[src/include/htif_params.svh]
`ifndef HTIF_PARAMS_SVH
`define HTIF_PARAMS_SVH

// host word, also the memory data width
`define HTIF_DATA_W      32
// entries per queue
`define HTIF_FIFO_DEPTH  32
// word index into the register bank
`define HTIF_REG_ADDR_W  5
// id widths on the host and memory sides
`define HTIF_HOST_ID_W   12
`define HTIF_MEM_ID_W    6
// target request tag and word address
`define HTIF_MEM_TAG_W   5
`define HTIF_MEM_ADDR_W  26
// top nibble of the memory window
`define HTIF_MEM_BASE    4'h1

// register indices, read side
`define HTIF_REG_COUNT   5'd0
`define HTIF_REG_RDATA   5'd1
// register indices, write side
`define HTIF_REG_WDATA   5'd0
`define HTIF_REG_RESET   5'd31

`endif
[src/source/htif_pkg.sv]
`include "htif_params.svh"

package htif_pkg;

  // plain vectors
  typedef logic [`HTIF_DATA_W-1:0]                 host_word_t;
  typedef logic [`HTIF_REG_ADDR_W-1:0]             reg_index_t;
  typedef logic [`HTIF_HOST_ID_W-1:0]              host_id_t;
  typedef logic [`HTIF_MEM_ID_W-1:0]               mem_id_t;
  typedef logic [`HTIF_MEM_TAG_W-1:0]              mem_tag_t;
  typedef logic [`HTIF_MEM_ADDR_W-1:0]             mem_word_addr_t;
  typedef logic [31:0]                             axi_addr_t;
  // one bit above the pointer so a full queue is representable
  typedef logic [$clog2(`HTIF_FIFO_DEPTH):0]       fifo_count_t;

  // host control port channels
  typedef struct packed {
    axi_addr_t addr;
    host_id_t  id;
  } ctl_addr_t;

  typedef host_word_t ctl_wdata_t;

  typedef struct packed {
    host_id_t id;
  } ctl_resp_t;

  typedef struct packed {
    host_word_t data;
    host_id_t   id;
    logic       last;
  } ctl_rdata_t;

  // target memory requests, rw high for a write
  typedef struct packed {
    mem_word_addr_t addr;
    mem_tag_t       tag;
    logic           rw;
  } mem_cmd_t;

  typedef struct packed {
    host_word_t data;
    mem_tag_t   tag;
  } mem_resp_t;

  // memory master channels
  typedef struct packed {
    axi_addr_t addr;
    mem_id_t   id;
  } axi_req_t;

  typedef struct packed {
    host_word_t data;
    mem_id_t    id;
  } axi_rdata_t;

  typedef enum logic {rd_idle, rd_data} rd_state_e;
  typedef enum logic [1:0] {wr_idle, wr_push, wr_ack} wr_state_e;
  typedef enum logic [1:0] {mem_idle, mem_read, mem_write_addr, mem_write_data} mem_state_e;

endpackage

[src/source/htif_bridge_top.sv]
`timescale 1ns/1ns
`include "htif_params.svh"

module htif_bridge_top (
  input  logic                 host_clk,
  input  logic                 reset,
  // host control port
  input  htif_pkg::ctl_addr_t  ctl_aw,
  input  logic                 ctl_aw_valid,
  output logic                 ctl_aw_ready,
  input  htif_pkg::ctl_wdata_t ctl_w,
  input  logic                 ctl_w_valid,
  output logic                 ctl_w_ready,
  output htif_pkg::ctl_resp_t  ctl_b,
  output logic                 ctl_b_valid,
  input  logic                 ctl_b_ready,
  input  htif_pkg::ctl_addr_t  ctl_ar,
  input  logic                 ctl_ar_valid,
  output logic                 ctl_ar_ready,
  output htif_pkg::ctl_rdata_t ctl_r,
  output logic                 ctl_r_valid,
  input  logic                 ctl_r_ready,
  output logic                 target_reset,
  // target side queues
  output logic                 host_in_valid,
  output htif_pkg::host_word_t host_in_data,
  input  logic                 host_in_ready,
  input  logic                 host_out_valid,
  input  htif_pkg::host_word_t host_out_data,
  output logic                 host_out_ready,
  // target memory requests
  input  htif_pkg::mem_cmd_t   mem_cmd,
  input  logic                 mem_cmd_valid,
  output logic                 mem_cmd_ready,
  input  htif_pkg::host_word_t mem_wdata,
  input  logic                 mem_wdata_valid,
  output logic                 mem_wdata_ready,
  output htif_pkg::mem_resp_t  mem_resp,
  output logic                 mem_resp_valid,
  input  logic                 mem_resp_ready,
  // memory master
  output htif_pkg::axi_req_t   axi_ar,
  output logic                 axi_ar_valid,
  input  logic                 axi_ar_ready,
  output htif_pkg::axi_req_t   axi_aw,
  output logic                 axi_aw_valid,
  input  logic                 axi_aw_ready,
  output htif_pkg::host_word_t axi_w_data,
  output logic                 axi_w_last,
  output logic                 axi_w_valid,
  input  logic                 axi_w_ready,
  input  htif_pkg::axi_rdata_t axi_r,
  input  logic                 axi_r_valid,
  output logic                 axi_r_ready,
  input  logic                 axi_b_valid
);

  import htif_pkg::*;

  // host_in queue, host to target
  logic        in_push;
  host_word_t  in_data;
  logic        in_full;
  logic        in_empty;
  logic        in_pop;
  // host_out queue, target to host
  logic        out_pop;
  host_word_t  out_data;
  logic        out_empty;
  logic        out_full;
  fifo_count_t out_count;

  // head of host_in goes out as soon as it is there
  assign host_in_valid = !in_empty;
  assign in_pop        = host_in_valid && host_in_ready;
  assign host_out_ready = !out_full;

  htif_reg_port i_reg_port (
    .host_clk     (host_clk),
    .reset        (reset),
    .ctl_aw       (ctl_aw),
    .ctl_aw_valid (ctl_aw_valid),
    .ctl_aw_ready (ctl_aw_ready),
    .ctl_w        (ctl_w),
    .ctl_w_valid  (ctl_w_valid),
    .ctl_w_ready  (ctl_w_ready),
    .ctl_b        (ctl_b),
    .ctl_b_valid  (ctl_b_valid),
    .ctl_b_ready  (ctl_b_ready),
    .ctl_ar       (ctl_ar),
    .ctl_ar_valid (ctl_ar_valid),
    .ctl_ar_ready (ctl_ar_ready),
    .ctl_r        (ctl_r),
    .ctl_r_valid  (ctl_r_valid),
    .ctl_r_ready  (ctl_r_ready),
    .in_push      (in_push),
    .in_data      (in_data),
    .in_full      (in_full),
    .out_pop      (out_pop),
    .out_data     (out_data),
    .out_empty    (out_empty),
    .out_count    (out_count),
    .target_reset (target_reset)
  );

  htif_fifo #(
    .WIDTH (`HTIF_DATA_W),
    .DEPTH (`HTIF_FIFO_DEPTH)
  ) host_in_fifo (
    .clk   (host_clk),
    .reset (reset),
    .push  (in_push),
    .pop   (in_pop),
    .din   (in_data),
    .dout  (host_in_data),
    .empty (in_empty),
    .full  (in_full),
    .count ()
  );

  // target offers only when ready, full pushes are dropped by the queue
  htif_fifo #(
    .WIDTH (`HTIF_DATA_W),
    .DEPTH (`HTIF_FIFO_DEPTH)
  ) host_out_fifo (
    .clk   (host_clk),
    .reset (reset),
    .push  (host_out_valid),
    .pop   (out_pop),
    .din   (host_out_data),
    .dout  (out_data),
    .empty (out_empty),
    .full  (out_full),
    .count (out_count)
  );

  mem_axi_bridge i_mem_axi_bridge (
    .host_clk        (host_clk),
    .reset           (reset),
    .mem_cmd         (mem_cmd),
    .mem_cmd_valid   (mem_cmd_valid),
    .mem_cmd_ready   (mem_cmd_ready),
    .mem_wdata       (mem_wdata),
    .mem_wdata_valid (mem_wdata_valid),
    .mem_wdata_ready (mem_wdata_ready),
    .mem_resp        (mem_resp),
    .mem_resp_valid  (mem_resp_valid),
    .mem_resp_ready  (mem_resp_ready),
    .axi_ar          (axi_ar),
    .axi_ar_valid    (axi_ar_valid),
    .axi_ar_ready    (axi_ar_ready),
    .axi_aw          (axi_aw),
    .axi_aw_valid    (axi_aw_valid),
    .axi_aw_ready    (axi_aw_ready),
    .axi_w_data      (axi_w_data),
    .axi_w_last      (axi_w_last),
    .axi_w_valid     (axi_w_valid),
    .axi_w_ready     (axi_w_ready),
    .axi_r           (axi_r),
    .axi_r_valid     (axi_r_valid),
    .axi_r_ready     (axi_r_ready),
    .axi_b_valid     (axi_b_valid)
  );

endmodule

[src/source/mem_axi_bridge.sv]
`timescale 1ns/1ns
`include "htif_params.svh"

module mem_axi_bridge (
  input  logic                 host_clk,
  input  logic                 reset,
  // target requests
  input  htif_pkg::mem_cmd_t   mem_cmd,
  input  logic                 mem_cmd_valid,
  output logic                 mem_cmd_ready,
  input  htif_pkg::host_word_t mem_wdata,
  input  logic                 mem_wdata_valid,
  output logic                 mem_wdata_ready,
  output htif_pkg::mem_resp_t  mem_resp,
  output logic                 mem_resp_valid,
  input  logic                 mem_resp_ready,
  // memory master
  output htif_pkg::axi_req_t   axi_ar,
  output logic                 axi_ar_valid,
  input  logic                 axi_ar_ready,
  output htif_pkg::axi_req_t   axi_aw,
  output logic                 axi_aw_valid,
  input  logic                 axi_aw_ready,
  output htif_pkg::host_word_t axi_w_data,
  output logic                 axi_w_last,
  output logic                 axi_w_valid,
  input  logic                 axi_w_ready,
  input  htif_pkg::axi_rdata_t axi_r,
  input  logic                 axi_r_valid,
  output logic                 axi_r_ready,
  input  logic                 axi_b_valid
);

  import htif_pkg::*;

  mem_state_e state;
  axi_addr_t  byte_addr;
  // write responses still owed by memory
  logic [3:0] b_pending;
  logic       w_fire;

  always_ff @(posedge host_clk)
  begin
    if (reset)
      state <= mem_idle;
    else
    begin
      case (state)
        mem_idle:
        begin
          if (mem_cmd_valid)
            state <= mem_cmd.rw ? mem_write_addr : mem_read;
        end
        mem_read:
        begin
          if (axi_ar_ready)
            state <= mem_idle;
        end
        mem_write_addr:
        begin
          if (axi_aw_ready)
            state <= mem_write_data;
        end
        mem_write_data:
        begin
          if (w_fire)
            state <= mem_idle;
        end
        default:
          state <= mem_idle;
      endcase
    end
  end

  // word address into the window, byte aligned
  assign byte_addr = {`HTIF_MEM_BASE, mem_cmd.addr, 2'b00};

  assign axi_ar_valid = (state == mem_read);
  assign axi_ar.addr  = byte_addr;
  // tag rides in the id, comes back on r
  assign axi_ar.id    = {1'b0, mem_cmd.tag};

  assign axi_aw_valid = (state == mem_write_addr);
  assign axi_aw.addr  = byte_addr;
  assign axi_aw.id    = '0;

  // command is done once its address is taken
  assign mem_cmd_ready = (axi_ar_valid && axi_ar_ready) || (axi_aw_valid && axi_aw_ready);

  // one beat per write
  assign axi_w_valid     = (state == mem_write_data) && mem_wdata_valid;
  assign axi_w_data      = mem_wdata;
  assign axi_w_last      = axi_w_valid;
  assign mem_wdata_ready = (state == mem_write_data) && axi_w_ready;
  assign w_fire          = axi_w_valid && axi_w_ready;

  // read data straight back to the target
  assign mem_resp_valid = axi_r_valid;
  assign mem_resp.data  = axi_r.data;
  assign mem_resp.tag   = axi_r.id[`HTIF_MEM_TAG_W-1:0];
  assign axi_r_ready    = mem_resp_ready;

  // b is always accepted, only tracked for checking
  always_ff @(posedge host_clk)
  begin
    if (reset)
      b_pending <= '0;
    else if (w_fire && !axi_b_valid)
      b_pending <= b_pending + 1'b1;
    else if (axi_b_valid && !w_fire)
      b_pending <= b_pending - 1'b1;
  end

  aw_valid_holds: assert property (
    @(posedge host_clk) disable iff (reset)
    axi_aw_valid && !axi_aw_ready |=> axi_aw_valid
  );

  b_only_after_write: assert property (
    @(posedge host_clk) disable iff (reset)
    axi_b_valid |-> (b_pending != '0)
  );

endmodule

[src/source/htif_reg_port.sv]
`timescale 1ns/1ns
`include "htif_params.svh"

module htif_reg_port (
  input  logic                  host_clk,
  input  logic                  reset,
  // host write address and data
  input  htif_pkg::ctl_addr_t   ctl_aw,
  input  logic                  ctl_aw_valid,
  output logic                  ctl_aw_ready,
  input  htif_pkg::ctl_wdata_t  ctl_w,
  input  logic                  ctl_w_valid,
  output logic                  ctl_w_ready,
  // host write response
  output htif_pkg::ctl_resp_t   ctl_b,
  output logic                  ctl_b_valid,
  input  logic                  ctl_b_ready,
  // host read address and data
  input  htif_pkg::ctl_addr_t   ctl_ar,
  input  logic                  ctl_ar_valid,
  output logic                  ctl_ar_ready,
  output htif_pkg::ctl_rdata_t  ctl_r,
  output logic                  ctl_r_valid,
  input  logic                  ctl_r_ready,
  // host_in queue
  output logic                  in_push,
  output htif_pkg::host_word_t  in_data,
  input  logic                  in_full,
  // host_out queue
  output logic                  out_pop,
  input  htif_pkg::host_word_t  out_data,
  input  logic                  out_empty,
  input  htif_pkg::fifo_count_t out_count,
  output logic                  target_reset
);

  import htif_pkg::*;

  wr_state_e  wr_state;
  rd_state_e  rd_state;
  reg_index_t wr_index;
  reg_index_t rd_index;
  host_id_t   wr_id;
  host_id_t   rd_id;
  logic       wr_to_data;
  logic       wr_to_reset;
  logic       wr_go;
  host_word_t rd_word;

  // write side FSM
  always_ff @(posedge host_clk)
  begin
    if (reset)
      wr_state <= wr_idle;
    else
    begin
      case (wr_state)
        wr_idle:
        begin
          // aw and w arrive together
          if (ctl_aw_valid && ctl_w_valid)
            wr_state <= wr_push;
        end
        wr_push:
        begin
          // stalls here while host_in is full
          if (wr_go)
            wr_state <= wr_ack;
        end
        wr_ack:
        begin
          if (ctl_b_ready)
            wr_state <= wr_idle;
        end
        default:
          wr_state <= wr_idle;
      endcase
    end
  end

  // read side FSM
  always_ff @(posedge host_clk)
  begin
    if (reset)
      rd_state <= rd_idle;
    else
    begin
      case (rd_state)
        rd_idle:
        begin
          if (ctl_ar_valid)
            rd_state <= rd_data;
        end
        rd_data:
        begin
          if (ctl_r_ready)
            rd_state <= rd_idle;
        end
        default:
          rd_state <= rd_idle;
      endcase
    end
  end

  // index and id captured at the start of each transaction
  always_ff @(posedge host_clk)
  begin
    if ((wr_state == wr_idle) && ctl_aw_valid && ctl_w_valid)
    begin
      wr_index <= ctl_aw.addr[`HTIF_REG_ADDR_W+1:2];
      wr_id    <= ctl_aw.id;
    end
    if ((rd_state == rd_idle) && ctl_ar_valid)
    begin
      rd_index <= ctl_ar.addr[`HTIF_REG_ADDR_W+1:2];
      rd_id    <= ctl_ar.id;
    end
  end

  // write decode
  assign wr_to_data  = (wr_index == `HTIF_REG_WDATA);
  assign wr_to_reset = (wr_index == `HTIF_REG_RESET);
  // data writes wait for room, everything else goes at once
  assign wr_go = (wr_state == wr_push) && (!wr_to_data || !in_full);

  assign ctl_aw_ready = wr_go;
  assign ctl_w_ready  = wr_go;
  // w data is still held by the host during wr_push
  assign in_push      = wr_go && wr_to_data;
  assign in_data      = ctl_w;
  // single cycle pulse toward the target
  assign target_reset = wr_go && wr_to_reset;

  assign ctl_b_valid = (wr_state == wr_ack);
  assign ctl_b.id    = wr_id;

  // read mux, unmapped and empty reads give zero
  always_comb
  begin
    case (rd_index)
      `HTIF_REG_COUNT: rd_word = host_word_t'(out_count);
      `HTIF_REG_RDATA: rd_word = out_empty ? '0 : out_data;
      default:         rd_word = '0;
    endcase
  end

  assign ctl_ar_ready = (rd_state == rd_idle);
  assign ctl_r_valid  = (rd_state == rd_data);
  assign ctl_r.data   = rd_word;
  assign ctl_r.id     = rd_id;
  // single beat reads
  assign ctl_r.last   = 1'b1;

  // pop on the r handshake of a data read
  assign out_pop = ctl_r_valid && ctl_r_ready && (rd_index == `HTIF_REG_RDATA) && !out_empty;

  in_push_has_room: assert property (
    @(posedge host_clk) disable iff (reset)
    in_push |-> !in_full
  );

  b_valid_holds: assert property (
    @(posedge host_clk) disable iff (reset)
    ctl_b_valid && !ctl_b_ready |=> ctl_b_valid
  );

endmodule

[src/source/htif_fifo.sv]
`timescale 1ns/1ns
`include "htif_params.svh"

module htif_fifo #(
  parameter int WIDTH = `HTIF_DATA_W,
  parameter int DEPTH = `HTIF_FIFO_DEPTH
) (
  input  logic                  clk,
  input  logic                  reset,
  input  logic                  push,
  input  logic                  pop,
  input  logic [WIDTH-1:0]      din,
  output logic [WIDTH-1:0]      dout,
  output logic                  empty,
  output logic                  full,
  output htif_pkg::fifo_count_t count
);

  localparam int PTR_W = $clog2(DEPTH);

  // storage, no reset needed
  logic [WIDTH-1:0] mem [DEPTH];
  logic [PTR_W-1:0] wr_ptr;
  logic [PTR_W-1:0] rd_ptr;
  logic [PTR_W-1:0] wr_ptr_next;
  logic [PTR_W-1:0] rd_ptr_next;
  logic             do_push;
  logic             do_pop;

  // push into a full queue only when a pop frees a slot
  assign do_push = push && (pop || !full);
  assign do_pop  = pop && !empty;

  assign wr_ptr_next = do_push ? wr_ptr + 1'b1 : wr_ptr;
  assign rd_ptr_next = do_pop ? rd_ptr + 1'b1 : rd_ptr;

  // first word falls through
  assign dout = mem[rd_ptr];

  always_ff @(posedge clk)
  begin
    if (do_push)
      mem[wr_ptr] <= din;
  end

  always_ff @(posedge clk)
  begin
    if (reset)
    begin
      wr_ptr <= '0;
      rd_ptr <= '0;
      empty  <= 1'b1;
      full   <= 1'b0;
      count  <= '0;
    end
    else
    begin
      wr_ptr <= wr_ptr_next;
      rd_ptr <= rd_ptr_next;
      // pointers meet after a pop, so the last word left
      if (do_pop && (rd_ptr_next == wr_ptr_next) && !full)
        empty <= 1'b1;
      else if (do_push && !do_pop)
        empty <= 1'b0;
      // pointers meet after a push, queue wrapped
      if (do_push && (rd_ptr_next == wr_ptr_next))
        full <= 1'b1;
      else if (do_pop && !do_push)
        full <= 1'b0;
      // count moves only when exactly one side fires
      if (do_push ^ do_pop)
        count <= do_push ? count + 1'b1 : count - 1'b1;
    end
  end

  count_in_range: assert property (
    @(posedge clk) disable iff (reset)
    count <= DEPTH
  );

endmodule

[config.mk]
export PLATFORM = sky130hd
export DESIGN_NAME = htif_bridge_top
export DESIGN_NICKNAME = d
export VERILOG_FILES = /design/src/source/htif_pkg.sv /design/src/source/htif_bridge_top.sv /design/src/source/mem_axi_bridge.sv /design/src/source/htif_reg_port.sv /design/src/source/htif_fifo.sv
export VERILOG_INCLUDE_DIRS = /design/src /design/src/include
export SDC_FILE = /design/constraint.sdc
export NUM_CORES = 2
export LEC_CHECK = 0
export BUFFER_PORTS_ARGS = -buffer_cell sky130_fd_sc_hd__buf_2
export CORE_MARGIN = 2
export CORE_UTILIZATION = 46
export DETAILED_ROUTE_END_ITERATION = 7
export PLACE_DENSITY_LB_ADDON = 0.2
export SLEW_MARGIN = 30
export SYNTH_ARGS = -nofsm -noshare
export SYNTH_HDL_FRONTEND = slang
export SYNTH_SLANG_ARGS = --single-unit
export TNS_END_PERCENT = 10
[constraint.sdc]
create_clock -name host_clk -period 7.7 [get_ports host_clk]
set_input_delay 0.385 -clock host_clk [delete_from_list [all_inputs] [get_ports host_clk]]
set_output_delay 0.385 -clock host_clk [all_outputs]
set_load 0.02 [all_outputs]
; Word level (Yosys, flattened, before mapping)
; Memory sizes are Yosys's and may differ from the RTL's. A register that Yosys moved wholly into a read port is not among the register bits.
; Cells that the tools add are included.
[totals]
register_bits = 69
ramBits = 2048
input_bits = 271
out_inout_bits = 250
wordCells = 125
mem_count = 2
[mem_list]
columns = memory, depth, word_bits, read_ports, rd_clocked_by_memory_dff, write_ports, line_no
row1 = host_in_fifo.mem, 32, 32, 1, 1, 1, htif_fifo.sv:22  ; logic [WIDTH-1:0] mem [DEPTH];
row2 = host_out_fifo.mem, 32, 32, 1, 1, 1, htif_fifo.sv:22
[op_classes]
addsub = 6
eq_ne = 16
n_mux = 30
n_bitwise = 2
reduce_logical = 53
[ops]
columns = cell, count
row1 = one-hot mux 32 bit (2 select lines), 1
row2 = 2-to-1 mux 32 bit, 1
row3 = logical AND 1 bit, 30
row4 = 2-to-1 mux 5 bit, 6
row5 = "adder 5 x 1 -> 5 bit, second input constant", 4
row6 = 2-to-1 mux 2 bit, 8
row7 = equality test 5 bit, 2
row8 = zero test 5 bit, 2
row9 = 2-to-1 mux 1 bit, 10
row10 = zero test 1 bit, 9
row11 = "!= test 2 x 1 -> 1 bit, second input constant", 4
row12 = one-hot mux 2 bit (4 select lines), 1
row13 = "adder 6 x 1 -> 6 bit, second input constant", 1
row14 = "equality test 2 bit, second input constant", 3
row15 = 2-to-1 mux 6 bit, 1
row16 = "!= test 2 bit, second input constant", 3
row17 = one-hot mux 2 bit (3 select lines), 1
row18 = "subtractor 6 x 1 -> 6 bit, second input constant", 1
row19 = "equality test 5 x 1 -> 1 bit, second input constant", 1
row20 = "equality test 5 bit, second input constant", 1
row21 = "equality test 2 x 1 -> 1 bit, second input constant", 2
row22 = zero test 2 bit, 2
row23 = logical OR 1 bit, 4
row24 = AND reduction 4 bit, 1
row25 = 6 further kinds, 8

; Longest topological paths before layout
[logic_depth]
ltp_word = 11
ltp_mapped = 11
depth_no_buf = 10

; Modules after synthesis
; From an unflattened synthesis, not the netlist that was laid out.
[hier_totals]
hier_cells = 3553
area_unflattened_um2 = 83055.9
[modules_own_cells]
columns = mod, n_inst, cells_per_inst, area_per_inst_um2, seq_area_each_um2
row1 = htif_fifo (host_out_fifo), 1, 1628, 40049.7, 31109.8
row2 = htif_fifo (host_in_fifo), 1, 1623, 40005.9, 31109.8
row3 = htif_reg_port, 1, 132, 1735.4, 1081.0
row4 = mem_axi_bridge, 1, 167, 1251.2, 40.0
row5 = htif_bridge_top, 1, 3, 13.8, 0.0

; Worst setup path before layout
; Ideal clock, no wire load.
[synth_timing]
path_type = register -> register
startpoint = register i_reg_port.rd_index[1]
endpoint = memory host_out_fifo.mem[12][0] (netlist name) (enable)
setup_time_ps = 421
arrival_time_ps = 3184
t_required_ps = 7279
path_slack_ps = 4095
stages_incl_launch_ff = 8
path_buffers = 1
period_less_slack_ps = 3605
path_cell_list = edfxtp_1 or4_4 buf_6 o21ai_4 nand2_1 clkinv_1 nand2_1 nor2_1
[synth_via]
elab_chain_len = 7
[synth_rtl]
columns = element, line_no
row1 = start: declaration, htif_reg_port.sv:42  ; reg_index_t rd_index;
row2 = start signal: assignment, htif_reg_port.sv:115  ; rd_index <= ctl_ar.addr[`HTIF_REG_ADDR_W+1:2];
row3 = equality test 5 x 1 -> 1 bit (no line), n/a
row4 = logical AND 1 bit (2 in a row), htif_reg_port.sv:155  ; assign out_pop = ctl_r_valid && ctl_r_ready && (rd_index == `HTIF_REG_RDATA) && !out_empty;
row5 = logical OR 1 bit, htif_fifo.sv:31  ; assign do_push = push && (pop || !full);
row6 = logical AND 1 bit, htif_fifo.sv:31
row7 = 2-to-1 mux 1 bit, htif_fifo.sv:42  ; if (do_push)
row8 = 2-to-1 mux 1 bit (not written as such), htif_fifo.sv:43  ; mem[wr_ptr] <= din;
row9 = end: declaration, htif_fifo.sv:22
; Every way passes these cells.

==> flow_summary.toml <==
[global_routing]
antenna_found_initial = 23
grt_max_degree = 115
grt_pass1_wl_um = 277000
overflow = 0
first_global_vias = 37900
grt_use_total = 0.216

[die]
initial_core_util = 0.462
die_h_um = 427
rows = 155
die_w_um = 427
fp.coreArea_sq_um = 178000
dieArea_sq_um = 182000
ios = 521

[route]
ant_nets = 0
drt_first_pass_iters = 5
wl_um = 195000
drtIter0Drc = 3710
avgViaCountPerCell = 5.83
num_vias = 36900
wire_per_inst_um = 30.8
drc = 0

[logic_synthesis]
ys_ff_latch = 2117
synth_edf_count = 2082
yosysSeqAreaShare = 0.770
yosys.area.top_type = "edfxtp_1"
synth-async-reset-ratio = 0
synth.distinct_cells = 56
syn_area_per_cell_sq_um = 23.6
synth.top_cell.area_share = 0.761
syn_inst = 3478
synth.area.top_cells = "edfxtp_1 (76%), mux4_2 (18%), buf_4 (1.4%), dfxtp_1 (0.85%), nor2_1 (0.60%)"
synth_flop_cell = "edfxtp_1"
synth_area_sq_um = 82100
ys_warn_count = 0

[clock_tree]
cts_tree = "built"
worstSkewPairLatency_ps = 850
path_clk_slew_ps = 60
cts_sinks = 2117
cts_buffer_depth = 3
root_buffer = "clkbuf_16"
cts_max_level = 4
numCtsBuffers = 212
cts-resized-gates = 0
cts_setup_buffers = 0

[setup_path]
critPathArrivalTime_ps = 4200
crit_type = "register to primary output"
cp_data_required_time_ps = 7320
end_kind = "primary output"
crit_fanout = 40
start_kind = "register"

[sta]
fmax_ghz = 0.218
drv_slew = 0
final-hold-violation-count = 0
final.period_utilization = 0.595
final-setup-viol-count = 0
maxSlewHeadroom = 0.328
holdWs_ps = 52.9
fin_setup_tns_ps = 0
worst-slew-pin-transition_ps = 1010
finClkSkew_ps = 83.8
grt_setup_unrepaired = "false"
fin_crit_ps = 4590

[placement]
gp_congestion = 0.758
placed_area_sq_um = 85700
placed_cells = 5832
numPortBuffers = 214
hpwl_um = 102000

[power]
power.leakage_nw = 28.2
ir_drop_mv = 0.223
finalPower_mw = 23.2
pwr_density_cell_nw_per_um2 = 249

[layout]
multiInputGateArea_sq_um = 17600
syn_to_final_growth_pct = 13.5
layout.cells.non_filler = 6319
final_common_cell = "edfxtp_1"
fill_cells = 13500
final_nets = 4069
most-common-layout-cells = "edfxtp_1 (2082), mux4_2 (639), clkbuf_16 (214), buf_2 (214), dlygate4sd3_1 (88)"
final_area_sq_um = 93200
drive_gt1_frac = 0.345
final-seq-area_sq_um = 63300

[min_path]
hp-class = "primary input to register"

[run]
drv_cap = 0

[run_status]
status = "finished, final reports clean"
-- state kept, by name (all words and copies together), names as in the netlist, 2 cells and up --
register,cells
i_mem_axi_bridge.state,2
i_reg_port.ctl_b,12
host_out_fifo.count,6
i_reg_port.wr_state,2
i_reg_port.rd_index,5
i_reg_port.rd_id,12
host_in_fifo.mem,1024
host_in_fifo.rd_ptr,5
host_out_fifo.wr_ptr,5
host_out_fifo.rd_ptr,5
host_out_fifo.mem,1024
i_reg_port.wr_index,5
host_in_fifo.wr_ptr,5
-- area by class of cell --
| type | count | area share |
|---|---|---|
| flip-flops and latches | 2117 | 0.678 |
| multi-input cells | 1038 | 0.188 |
| diodes | 10 | 0.000268 |
| inverters | 19 | 0.000765 |
| well taps | 2355 | 0.0316 |
| repair buffers | 393 | 0.0299 |
| clock inverters | 130 | 0.0115 |
| clock buffers | 257 | 0.0592 |
-- cells in the mapped netlist (all sizes together) (4+ instances only) --
cell type	n
inv	18
nor3	7
xnor2	23
nor2	132
edfxtp	2082
dfxtp	35
o211ai	4
nand3	6
or3b	5
mux2	32
o21ai	12
xor2	9
buf	228
nor2b	5
nand4	5
mux4	639
nand3b	5
or3	4
mux2i	40
a21oi	11
clkbuf	94
ha	16
nand2	28
-- power breakdown --
| part | switching (mW) | leakage, nW | internal, mW | total (mW) |
|---|---|---|---|---|
| sequential | 0.0386 | 19.0 | 12.7 | 12.8 |
| clock | 4.29 | 3.22 | 5.49 | 9.79 |
| combinational | 0.405 | 5.96 | 0.194 | 0.599 |
| total | 4.74 | 28.2 | 18.4 | 23.2 |
-- kinds of logic after synthesis --
family,synth area share
flops,0.770
mux,0.184
buf+inv,0.0234
simple gates,0.0123
compound gates,0.00320
xor+xnor,0.00427
fa+ha+maj,0.00268
other cells,0.0000914
-- through the flow --
step	worst slack (ps)	util
finish	3120	0.524
global placement	3420	0.482
floorplan	4090	-
CTS	2900	0.524
detailed placement	3410	0.482
global route	2840	0.524
-- per-layer routing --
metal	vias to the layer above	track usage	share of wire
met5	-	0	0.00047
met4	14	0.0525	0.018
met3	282	0.0364	0.050
met2	1135	0.378	0.53
met1	20200	0.282	0.40
li1	15200	-	-
-- critical path, cell delays in order (launching register included) --
cell     delay [ps]
dfxtp_4         830
buf_4           760
mux4_2          610
mux4_2          480
mux2_2          370
buf_2           210
-- what timing repair did --
item / 4_1_cts / 5_1_grt
endpoints found under the setup margin: 0 / 0
hold endpoints to repair: 1301 / 0
hold buffers: 88 / 0
-- path summary, 6_finish.rpt --
check / start / endpoint / slack (ps) / cells past startpoint
worst max register to register: i_reg_port.rd_index[1] / host_out_fifo.mem[14][7] / 3420 / 7
worst min-delay path: host_out_data[24] / host_out_fifo.mem[30][24] / 50 / 1
worst min register to register: host_out_fifo.count[2] / host_out_fifo.count[2] / 530 / 2
worst max-delay path: host_in_fifo.rd_ptr[0] / host_in_data[4] / 3120 / 5
No activity file was read; power rests on OpenSTA's default activity.
